[config.mk]
export PLATFORM = sky130hd
export DESIGN_NAME = uart_periph
export DESIGN_NICKNAME = d
export VERILOG_FILES = /design/src/logic/uart_periph_pkg.sv /design/src/logic/byte_fifo.sv /design/src/logic/uart_rx.sv /design/src/logic/uart_tx.sv /design/src/logic/uart_bus_bridge.sv /design/src/logic/uart_periph.sv
export SDC_FILE = /design/constraint.sdc
export NUM_CORES = 1
export LEC_CHECK = 0
export BUFFER_PORTS_ARGS = -buffer_cell sky130_fd_sc_hd__buf_4
export CORE_MARGIN = 1
export CORE_UTILIZATION = 40
export DETAILED_ROUTE_END_ITERATION = 7
export PLACE_DENSITY = 0.64
export SYNTH_ARGS = -nofsm -noshare
export SYNTH_HDL_FRONTEND = slang
export SYNTH_SLANG_ARGS = --single-unit
[constraint.sdc]
create_clock -name clk -period 10.2 [get_ports clk]
set_input_delay 2.55 -clock clk [delete_from_list [all_inputs] [get_ports clk]]
set_output_delay 2.55 -clock clk [all_outputs]
set_load 0.01 [all_outputs]
[src/logic/uart_periph_pkg.sv]
`default_nettype none

package uart_periph_pkg;

    // Payload width of a serial frame and of one FIFO entry.
    localparam int byte_bits = 8;

    // Request driven by the bus master.
    typedef struct packed {
        logic        read;       // One-cycle read strobe.
        logic        write;      // One-cycle write strobe.
        logic [31:0] address;
        logic [31:0] write_data;
    } bus_req_t;

    // Answer returned by the peripheral.
    typedef struct packed {
        logic        response;   // One-cycle end of access.
        logic [31:0] read_data;  // Valid with response, held until next read.
    } bus_rsp_t;

    // Bus-side controller states.
    typedef enum logic [2:0] {
        idle,
        latch,
        write_bytes,
        read_bytes,
        respond
    } bridge_state_t;

endpackage

`default_nettype wire

[src/logic/byte_fifo.sv]
`timescale 1ns/10ps
`default_nettype none

module byte_fifo #(
    parameter int depth = 8
) (
    input  logic                                 clk,
    input  logic                                 reset,
    input  logic                                 push,
    input  logic [uart_periph_pkg::byte_bits-1:0] push_data,
    input  logic                                 pop,
    output logic                                 full,
    output logic                                 empty,
    output logic [uart_periph_pkg::byte_bits-1:0] head
);

    localparam int ptr_bits = (depth > 1) ? $clog2(depth) : 1;
    localparam int count_bits = $clog2(depth + 1);
    localparam logic [ptr_bits-1:0] last_slot = ptr_bits'(depth - 1);

    logic [uart_periph_pkg::byte_bits-1:0] mem [depth];
    logic [ptr_bits-1:0]   wr_ptr;
    logic [ptr_bits-1:0]   rd_ptr;
    logic [count_bits-1:0] count;
    logic                  do_push;
    logic                  do_pop;

    assign do_push = push && !full;  // Writes to a full buffer are ignored.
    assign do_pop  = pop && !empty;
    assign full    = (count == count_bits'(depth));
    assign empty   = (count == '0);
    assign head    = mem[rd_ptr];    // Oldest entry.

    always_ff @(posedge clk) begin
        if (do_push) begin
            mem[wr_ptr] <= push_data;
        end
    end

    always_ff @(posedge clk) begin
        if (reset) begin
            wr_ptr <= '0;
            rd_ptr <= '0;
            count  <= '0;
        end else begin
            if (do_push) begin
                wr_ptr <= (wr_ptr == last_slot) ? '0 : wr_ptr + 1'b1;  // Wrap around.
            end
            if (do_pop) begin
                rd_ptr <= (rd_ptr == last_slot) ? '0 : rd_ptr + 1'b1;
            end
            case ({do_push, do_pop})
                2'b10:   count <= count + 1'b1;
                2'b01:   count <= count - 1'b1;
                default: count <= count;  // Both or neither.
            endcase
        end
    end

    // The reader must look at empty before popping.
    pop_not_empty: assert property (@(posedge clk) disable iff (reset) pop |-> !empty)
        else $error("FIFO popped while empty.");

endmodule

`default_nettype wire

[src/logic/uart_rx.sv]
`timescale 1ns/10ps
`default_nettype none

module uart_rx #(
    parameter int clk_freq = 25_000_000,
    parameter int bit_rate = 9600
) (
    input  logic                                 clk,
    input  logic                                 reset,
    input  logic                                 rx,
    output logic                                 valid,
    output logic [uart_periph_pkg::byte_bits-1:0] data
);

    localparam int cpb = clk_freq / bit_rate;  // Clocks per bit.
    localparam int half_bit = cpb / 2;
    localparam int cnt_bits = $clog2(cpb + 1);
    localparam int idx_bits = $clog2(uart_periph_pkg::byte_bits);

    typedef enum logic [1:0] {
        rx_idle,
        rx_start,
        rx_data,
        rx_stop
    } rx_state_t;

    rx_state_t           state;
    logic                rx_meta;
    logic                rx_sync;
    logic [cnt_bits-1:0] baud_cnt;
    logic [idx_bits-1:0] bit_idx;
    logic                bit_end;

    assign bit_end = (baud_cnt == cnt_bits'(cpb - 1));

    // Two-flop synchronizer, idles high like the line.
    always_ff @(posedge clk) begin
        if (reset) begin
            rx_meta <= 1'b1;
            rx_sync <= 1'b1;
        end else begin
            rx_meta <= rx;
            rx_sync <= rx_meta;
        end
    end

    always_ff @(posedge clk) begin
        if (reset) begin
            state    <= rx_idle;
            baud_cnt <= '0;
            bit_idx  <= '0;
            valid    <= 1'b0;
        end else begin
            valid <= 1'b0;
            case (state)
                rx_idle: begin
                    baud_cnt <= '0;
                    bit_idx  <= '0;
                    if (!rx_sync) begin
                        state <= rx_start;  // Falling edge of start bit.
                    end
                end
                rx_start: begin
                    if (baud_cnt == cnt_bits'(half_bit - 1)) begin
                        baud_cnt <= '0;
                        state    <= rx_sync ? rx_idle : rx_data;  // Glitch check at mid start.
                    end else begin
                        baud_cnt <= baud_cnt + 1'b1;
                    end
                end
                rx_data: begin
                    if (bit_end) begin
                        baud_cnt <= '0;
                        bit_idx  <= bit_idx + 1'b1;
                        if (bit_idx == idx_bits'(uart_periph_pkg::byte_bits - 1)) begin
                            state <= rx_stop;
                        end
                    end else begin
                        baud_cnt <= baud_cnt + 1'b1;
                    end
                end
                rx_stop: begin
                    if (bit_end) begin
                        valid <= rx_sync;  // Framing error drops the byte.
                        state <= rx_idle;
                    end else begin
                        baud_cnt <= baud_cnt + 1'b1;
                    end
                end
                default: state <= rx_idle;
            endcase
        end
    end

    // Mid-bit sample, least significant bit arrives first.
    always_ff @(posedge clk) begin
        if (state == rx_data && bit_end) begin
            data <= {rx_sync, data[uart_periph_pkg::byte_bits-1:1]};
        end
    end

endmodule

`default_nettype wire

[src/logic/uart_tx.sv]
`timescale 1ns/10ps
`default_nettype none

module uart_tx #(
    parameter int clk_freq = 25_000_000,
    parameter int bit_rate = 9600
) (
    input  logic                                 clk,
    input  logic                                 reset,
    input  logic                                 start,
    input  logic [uart_periph_pkg::byte_bits-1:0] data,
    output logic                                 tx,
    output logic                                 busy
);

    localparam int cpb = clk_freq / bit_rate;  // Clocks per bit.
    localparam int cnt_bits = $clog2(cpb + 1);
    localparam int frame_bits = uart_periph_pkg::byte_bits + 2;  // Start, data, stop.
    localparam int idx_bits = $clog2(frame_bits);

    logic [frame_bits-1:0] frame;
    logic [cnt_bits-1:0]   baud_cnt;
    logic [idx_bits-1:0]   bit_cnt;

    assign tx = frame[0];

    always_ff @(posedge clk) begin
        if (reset) begin
            frame    <= '1;  // Line idles high.
            busy     <= 1'b0;
            baud_cnt <= '0;
            bit_cnt  <= '0;
        end else if (!busy) begin
            if (start) begin
                frame    <= {1'b1, data, 1'b0};
                busy     <= 1'b1;
                baud_cnt <= '0;
                bit_cnt  <= '0;
            end
        end else if (baud_cnt == cnt_bits'(cpb - 1)) begin
            baud_cnt <= '0;
            if (bit_cnt == idx_bits'(frame_bits - 1)) begin
                busy <= 1'b0;  // Stop bit done.
            end else begin
                frame   <= {1'b1, frame[frame_bits-1:1]};
                bit_cnt <= bit_cnt + 1'b1;
            end
        end else begin
            baud_cnt <= baud_cnt + 1'b1;
        end
    end

    // The bridge must wait for busy to fall before the next byte.
    start_when_free: assert property (@(posedge clk) disable iff (reset) start |-> !busy)
        else $error("Transmit start while busy.");

endmodule

`default_nettype wire

[src/logic/uart_bus_bridge.sv]
`timescale 1ns/10ps
`default_nettype none

module uart_bus_bridge #(
    parameter int          word_bytes     = 4,
    parameter logic [31:0] dev_start_addr = 32'h0000_2007,
    parameter logic [31:0] dev_final_addr = 32'h0000_23BA
) (
    input  logic                                 clk,
    input  logic                                 reset,
    input  uart_periph_pkg::bus_req_t            bus_req,
    output uart_periph_pkg::bus_rsp_t            bus_rsp,
    output logic                                 tx_push,
    output logic [uart_periph_pkg::byte_bits-1:0] tx_push_data,
    output logic                                 tx_pop,
    input  logic                                 tx_full,
    input  logic                                 tx_empty,
    input  logic [uart_periph_pkg::byte_bits-1:0] tx_head,
    output logic                                 rx_push,
    output logic [uart_periph_pkg::byte_bits-1:0] rx_push_data,
    output logic                                 rx_pop,
    input  logic                                 rx_full,
    input  logic                                 rx_empty,
    input  logic [uart_periph_pkg::byte_bits-1:0] rx_head,
    output logic                                 tx_start,
    output logic [uart_periph_pkg::byte_bits-1:0] tx_data,
    input  logic                                 tx_busy,
    input  logic                                 rx_valid,
    input  logic [uart_periph_pkg::byte_bits-1:0] rx_data
);

    localparam int bb = uart_periph_pkg::byte_bits;
    localparam logic [2:0] last_byte = 3'(word_bytes - 1);

    uart_periph_pkg::bridge_state_t state;
    uart_periph_pkg::bus_req_t      req_q;
    logic [31:0] word_q;       // Write shift-out or read assembly.
    logic [31:0] read_data_q;
    logic [2:0]  byte_count;
    logic        in_range;

    assign in_range = (req_q.address >= dev_start_addr) && (req_q.address <= dev_final_addr);

    assign bus_rsp.response  = (state == uart_periph_pkg::respond);
    assign bus_rsp.read_data = read_data_q;

    assign tx_push      = (state == uart_periph_pkg::write_bytes) && !tx_full;
    assign tx_push_data = word_q[bb-1:0];  // Least significant byte first.
    assign rx_pop       = (state == uart_periph_pkg::read_bytes) && !rx_empty;

    always_ff @(posedge clk) begin
        if (reset) begin
            state       <= uart_periph_pkg::idle;
            byte_count  <= '0;
            read_data_q <= '0;
        end else begin
            case (state)
                uart_periph_pkg::idle: begin
                    byte_count <= '0;
                    if (bus_req.read || bus_req.write) begin
                        state <= uart_periph_pkg::latch;
                    end
                end
                uart_periph_pkg::latch: begin
                    if (!in_range) begin
                        if (req_q.read) begin
                            read_data_q <= '0;  // Outside the window reads as zero.
                        end
                        state <= uart_periph_pkg::respond;
                    end else if (req_q.write) begin
                        state <= uart_periph_pkg::write_bytes;
                    end else begin
                        state <= uart_periph_pkg::read_bytes;
                    end
                end
                uart_periph_pkg::write_bytes: begin
                    if (!tx_full) begin  // Stall on a full FIFO.
                        byte_count <= byte_count + 1'b1;
                        if (byte_count == last_byte) begin
                            state <= uart_periph_pkg::respond;
                        end
                    end
                end
                uart_periph_pkg::read_bytes: begin
                    if (!rx_empty) begin  // Stall until a byte arrives.
                        byte_count <= byte_count + 1'b1;
                        if (byte_count == last_byte) begin
                            read_data_q <= {word_q[31-bb:0], rx_head};
                            state       <= uart_periph_pkg::respond;
                        end
                    end
                end
                uart_periph_pkg::respond: state <= uart_periph_pkg::idle;
                default:                  state <= uart_periph_pkg::idle;
            endcase
        end
    end

    always_ff @(posedge clk) begin
        if (state == uart_periph_pkg::idle && (bus_req.read || bus_req.write)) begin
            req_q <= bus_req;  // Master holds nothing after the strobe.
        end
        if (state == uart_periph_pkg::latch) begin
            word_q <= req_q.write ? req_q.write_data : '0;
        end else if (tx_push) begin
            word_q <= word_q >> bb;
        end else if (rx_pop) begin
            word_q <= {word_q[31-bb:0], rx_head};  // First byte ends up on top.
        end
    end

    // Drain and fill run alongside the bus FSM.
    always_comb begin
        tx_start     = !tx_busy && !tx_empty;
        tx_pop       = tx_start;  // Pop together with the start.
        tx_data      = tx_head;
        rx_push      = rx_valid && !rx_full;  // Overflow bytes are dropped.
        rx_push_data = rx_data;
    end

    response_one_cycle: assert property (@(posedge clk) disable iff (reset)
        bus_rsp.response |=> !bus_rsp.response)
        else $error("Response held longer than one cycle.");

    // A new strobe may only come once the previous access has ended.
    strobe_when_idle: assert property (@(posedge clk) disable iff (reset)
        (bus_req.read || bus_req.write) |-> (state == uart_periph_pkg::idle))
        else $error("Bus strobe arrived while an access was in progress.");

endmodule

`default_nettype wire

[src/logic/uart_periph.sv]
`timescale 1ns/10ps
`default_nettype none

module uart_periph #(
    parameter int          clk_freq       = 25_000_000,
    parameter int          bit_rate       = 9600,
    parameter int          buffer_depth   = 8,
    parameter int          word_bytes     = 4,
    parameter logic [31:0] dev_start_addr = 32'h0000_2007,
    parameter logic [31:0] dev_final_addr = 32'h0000_23BA
) (
    input  logic                      clk,
    input  logic                      reset,
    input  logic                      rx,
    output logic                      tx,
    input  uart_periph_pkg::bus_req_t bus_req,
    output uart_periph_pkg::bus_rsp_t bus_rsp
);

    logic                                 tx_push;
    logic                                 tx_pop;
    logic                                 tx_full;
    logic                                 tx_empty;
    logic [uart_periph_pkg::byte_bits-1:0] tx_push_data;
    logic [uart_periph_pkg::byte_bits-1:0] tx_head;
    logic                                 rx_push;
    logic                                 rx_pop;
    logic                                 rx_full;
    logic                                 rx_empty;
    logic [uart_periph_pkg::byte_bits-1:0] rx_push_data;
    logic [uart_periph_pkg::byte_bits-1:0] rx_head;
    logic                                 tx_start;
    logic                                 tx_busy;
    logic [uart_periph_pkg::byte_bits-1:0] tx_data;
    logic                                 rx_valid;
    logic [uart_periph_pkg::byte_bits-1:0] rx_data;

    uart_bus_bridge #(
        .word_bytes    (word_bytes),
        .dev_start_addr(dev_start_addr),
        .dev_final_addr(dev_final_addr)
    ) bridge_i (
        .clk         (clk),
        .reset       (reset),
        .bus_req     (bus_req),
        .bus_rsp     (bus_rsp),
        .tx_push     (tx_push),
        .tx_push_data(tx_push_data),
        .tx_pop      (tx_pop),
        .tx_full     (tx_full),
        .tx_empty    (tx_empty),
        .tx_head     (tx_head),
        .rx_push     (rx_push),
        .rx_push_data(rx_push_data),
        .rx_pop      (rx_pop),
        .rx_full     (rx_full),
        .rx_empty    (rx_empty),
        .rx_head     (rx_head),
        .tx_start    (tx_start),
        .tx_data     (tx_data),
        .tx_busy     (tx_busy),
        .rx_valid    (rx_valid),
        .rx_data     (rx_data)
    );

    byte_fifo #(.depth(buffer_depth)) tx_fifo (
        .clk      (clk),
        .reset    (reset),
        .push     (tx_push),
        .push_data(tx_push_data),
        .pop      (tx_pop),
        .full     (tx_full),
        .empty    (tx_empty),
        .head     (tx_head)
    );

    byte_fifo #(.depth(buffer_depth)) rx_fifo (
        .clk      (clk),
        .reset    (reset),
        .push     (rx_push),
        .push_data(rx_push_data),
        .pop      (rx_pop),
        .full     (rx_full),
        .empty    (rx_empty),
        .head     (rx_head)
    );

    uart_rx #(.clk_freq(clk_freq), .bit_rate(bit_rate)) uart_rx_i (
        .clk  (clk),
        .reset(reset),
        .rx   (rx),
        .valid(rx_valid),
        .data (rx_data)
    );

    uart_tx #(.clk_freq(clk_freq), .bit_rate(bit_rate)) uart_tx_i (
        .clk  (clk),
        .reset(reset),
        .start(tx_start),
        .data (tx_data),
        .tx   (tx),
        .busy (tx_busy)
    );

endmodule

`default_nettype wire

* Yosys cells after proc, flatten, opt, wreduce, memory -nomap -nowiden
Memory sizes are Yosys's and may differ from the RTL's. A register that Yosys moved wholly into a read port is not among the register bits.
Cells that the tools add are included.
** Storage, ports and cells
- Output and inout port bits :: 34
- Flip-flop bits (word level) :: 211
- Bits in writable memories :: 128
- Word-level logic and storage cells :: 177
- Memories kept :: 2
** Cells by class
- Muxes and demuxes :: 61
- Order comparisons :: 2
- Bitwise logic cells :: 2
- Equality and inequality tests :: 37
- Add/sub/neg operators :: 13
- Reduce and logical (&&, ||, !) cells :: 35
** Memories
- rx_fifo.mem :: words 8, bits a word 8, read ports 1, clocked after Yosys merged registers in 1, wr ports 1, line byte_fifo.sv:21 : logic [uart_periph_pkg::byte_bits-1:0] mem [depth];
- tx_fifo.mem :: words 8, bits a word 8, read ports 1, clocked after Yosys merged registers in 1, wr ports 1, line byte_fifo.sv:21
** Operators by type and width (number)
- $mux 32 :: 8
- $mux 12 :: 6
- $pmux 32 s2 :: 1
- $mux 3 :: 16
- $pmux 12 s4 :: 1
- $mux 10 :: 4
- $ge 32x14->1 const B :: 1
- $le 32x14->1 const B :: 1
- $add 12x1->12 const B :: 2
- $eq 12x12->1 const B :: 2
- $add 3x1->3 const B :: 6
- $eq 3x3->1 const B :: 6
- $mux 4 :: 4
- $ne 2x2->1 const B :: 8
- $pmux 4 s2 :: 2
- $add 4x1->4 const B :: 3
- $eq 12x11->1 const B :: 1
- $eq 4x4->1 const B :: 3
- $mux 2 :: 6
- $ne 2x1->1 const B :: 6
- $pmux 3 s4 :: 1
- $logic_and 1x1->1 :: 11
- $reduce_and 5->1 :: 2
- $reduce_bool 2->1 :: 5
- other kinds (19) :: 44

* Logic depth before layout (Yosys ltp)
- Word-level depth :: 6
- Depth in mapped cells :: 12
- Gate-level depth less buffers :: 10

* Hierarchy
From an unflattened synthesis, not the netlist that was laid out.
** Second synthesis, totals
- Cells, all modules :: 1088
- Area total of the unflattened synthesis :: 14900.5 sq um
** By module, submodules not included
- byte_fifo :: area each 3110.5 sq um, cells an instance 172, instances 2
- uart_bus_bridge :: area each 5964.5 sq um, cells an instance 460, instances 1
- uart_tx :: area each 1418.9 sq um, cells an instance 164, instances 1
- uart_rx :: area each 1296.2 sq um, cells an instance 120, instances 1

* Least setup slack after synthesis
OpenSTA, ideal clock, no wires.
- Kind :: input port to flip-flop
- From :: in bus_req[64] (netlist bit)
- To :: reg bridge_i.req_q[0] (netlist bit), enable pin
- Data arrival time :: 5571 ps
- Slack :: 4131 ps
- Data required time :: 9702 ps
- Cell stages on the path :: 2
- Buffers on the path :: 0
- Cell sequence :: nor2_1 > nor2b_1
** Between the ends
- Longest elaborated chain between the ends :: 2
** RTL lines
- from (decl) :: line uart_periph.sv:16 : input uart_periph_pkg::bus_req_t bus_req,
- $logic_or 1x1->1 :: line uart_bus_bridge.sv:100 : if (state == uart_periph_pkg::idle && (bus_req.read || bus_req.write)) begin
- $logic_and 1x1->1 :: line uart_bus_bridge.sv:100
- to (signal assigned) :: line uart_bus_bridge.sv:101 : req_q <= bus_req;
- to (decl) :: line uart_bus_bridge.sv:36 : uart_periph_pkg::bus_req_t req_q;
Every way passes these cells.
A chain may end at the register's enable or synchronous reset.

==> flow_summary.yaml <==
logic_synthesis:
  ys_seq_area_frac: 0.6490
  syn_nets: 1162
  synth_edf_count: 234
  synth_area_leader_cell: "edfxtp_1"
  synth.most_common_cell: "edfxtp_1"
  syn_area_per_cell_um2: 13.31
  synth_area_mm2: 0.01422
  ys_async_sr_fraction: 0
  yosysUniqueCellTypes: 71
  synthTopCellsByArea: "edfxtp_1, dfxtp_1, mux4_2"
  yosys.area.top_type_share: 0.4941
  yosysWarnings: 0
  ys.flop_type: "edfxtp_1"
  syn_inst: 1068
  ys_seq_elements: 344
  synth_common_cells: "edfxtp_1, dfxtp_1, a21oi_1, nor2_1, nand2_1"
detailed_routing:
  drtIter0Drc: 691
  drc_errors: 0
  routed_via_density: 5.449
  dr_total_vias: 8964
  drt-pass1-iter-count: 7
  routed_wl_um: 30720
  antenna_left: 0
  wire_per_inst_um: 18.68
sta:
  rsz0062_at_grt: "no"
  slew_headroom: 0.2348
  slew_violations: 0
  setup_viol: 0
  worst_pin_slew_ps: 1126
  setup_slack_ps: 5972
  max_freq_ghz: 0.2365
  period_needed_ps: 4228
  holdWs_ps: 407.1
  hold_viol: 0
  skew_ps: 13.61
  finalCritPeriodShare: 0.4145
  fin_tns_setup_ps: 0
clocking:
  clk_latency_ps: 540
  post_cts_buffers: 0
  cts_buffer_depth: 3
  cts_tree: "built"
  clk_pin_slew_ps: 60
  cts-root-buf: "clkbuf_16"
  htree_levels: 2
  cts.repair.resized: 0
  cts_buffers: 38
  clock-sinks: 344
  postCtsHoldBufs: 0
cells_and_area:
  diodes: 0
  fin_cells: 1645
  final_design_area_no_fill_mm2: 0.01660
  drive_gt1_frac: 0.2185
  area_growth_pct: 16.74
  fin_nets: 1255
global_routing:
  grt_max_degree: 75
  grt_pass1_vias: 8661
  grt_use_met2: 0.2731
  grt_overflow: 0
  grt_first_pass_wirelength_um: 48470
  grt_busiest_layer: "met2"
  grtUsageMet3: 0.03036
  grt_antenna_before_repair: 0
  grt_util_met1: 0.2445
  track_usage: 0.1726
die:
  core_area_mm2: 0.03480
  row_count: 68
  initial_core_util: 0.4086
  io_pins: 103
  die_area_mm2: 0.03631
  fp.dieW_um: 190.5
  die_h_um: 190.5
pwr:
  p_int_mw: 2.505
  ir_worst_vdd_mv: 0.1607
  swShare: 0.2626
  p_sw_mw: 0.8922
  clkPwrFrac: 0.378
  powerDensity_mw_per_mm2: 204.7
  leakagePower_nw: 5.639
  comb_power_share: 0.123
  seq_power_share: 0.499
run:
  maxCapViolations: 0
place:
  io_buffers: 102
  placed_area_mm2: 0.01543
  dp_slack_ps: 5703
  placedCellCount: 1576
  gp_congestion: 0.7571
  dp_hpwl_um: 19770
worst_setup_path:
  startpoint_type: "flop"
  crit_required_ps: 7650
  setup.worst_path.class: "flop to output pin"
  critical_path_arrival_ps: 1680
  r2r_start: "bridge_i.state[0]"
  setup.worst_path.start: "bridge_i.state[1]"
  endpoint_kind: "output pin"
  cp_max_fo: 16
min_path:
  hold_path.class: "flop to flop"
  min-delay-start: "uart_rx_i.rx_meta"
outcome:
  status: "finished, final reports clean"
==> stage by stage <==
step	power (mW)	util
floorplan	2.006	-
global placement	2.133	0.4435
detailed placement	2.144	0.4435
CTS	3.431	0.4770
global route	3.542	0.4770
finish	3.397	0.4770
==> layout make-up <==
cell class	instances	area [um^2]
clock buffers	55	1079
clock inverters	14	88.84
fillers	3024	18200
inverters	18	67.56
multi-input cells	639	4666
flip-flops and latches	344	9229
well taps	455	569.3
repair buffers	120	900.9
==> final timing paths <==
| check | endpoint | slack, ps | cells past startpoint |
|---|---|---|---|
| worst max-delay path | bus_rsp[32] | 5970 | 3 |
| worst min-delay path | uart_rx_i.rx_sync | 410 | 1 |
| worst max register to register | bridge_i.read_data_q[28] | 6670 | 5 |
| worst min register to register | uart_rx_i.rx_sync | 410 | 1 |
==> flip-flops by register name, summed over array words and instances, names as in the netlist, 4 cells and up, named ones only <==
name,cells
bridge_i.word_q,32
rx_fifo.mem,64
bridge_i.read_data_q,32
uart_rx_i.data,8
tx_fifo.count,4
uart_tx_i.frame,9
uart_tx_i.bit_cnt,4
uart_rx_i.baud_cnt,12
uart_tx_i.baud_cnt,12
rx_fifo.count,4
tx_fifo.mem,64
bridge_i.req_q,66
==> per-layer routing <==
metal,wire length [um],up-vias
met4,527,0
li1,-,4258
met3,1582,40
met2,14490,229
met5,0,-
met1,14120,4437
==> worst max-delay path: stages, from the launching register on <==
cell and delay, ps:
dfxtp_1 660, nor2_1 100, and2_1 220, buf_4 150
==> logic make-up (layout without fill, tap and decap cells) <==
family                   Yosys count  in the layout  synth area share
XOR/XNOR                          16             16          0.009855
flip-flops                       344            344            0.6490
AND/OR/NAND/NOR                  311            311            0.1102
multiplexers                      46             46           0.06071
AO/OA/AOI/OAI                    241            241            0.1212
adder cells (fa/ha/maj)           25             25           0.02305
buffers and inverters             85            207           0.02596
==> power by group through the flow <==
stage | registers [mW] | clock network, mW | logic, mW
after floorplan | 1.68 | 0 | 0.326
after CTS | 1.69 | 1.32 | 0.421
after global routing | 1.71 | 1.37 | 0.468
after detailed placement | 1.72 | 0 | 0.420
final | 1.70 | 1.28 | 0.417
after global placement | 1.72 | 0 | 0.413
==> placed cells by master, fill, tap and decap left out, drive strengths merged, types with 3 or more instances in the layout <==
cell type  instances
nand3             35
mux4              32
or2                5
a21o               4
ha                23
inv               21
dfxtp            110
a211oi            19
and2               5
and3               7
a21oi             90
nor2b             10
mux2i             12
a311oi            32
nand3b             3
a21boi            24
clkinv            11
edfxtp           234
nor3b              8
a31oi             20
xnor2              4
nor3              21
buf              120
nand2             83
nand2b             6
clkbuf            55
xor2              12
o21ai             34
nand4              9
nor4               8
nor4b              6
or3                6
nor2              88
No activity file was read; power rests on OpenSTA's default activity.
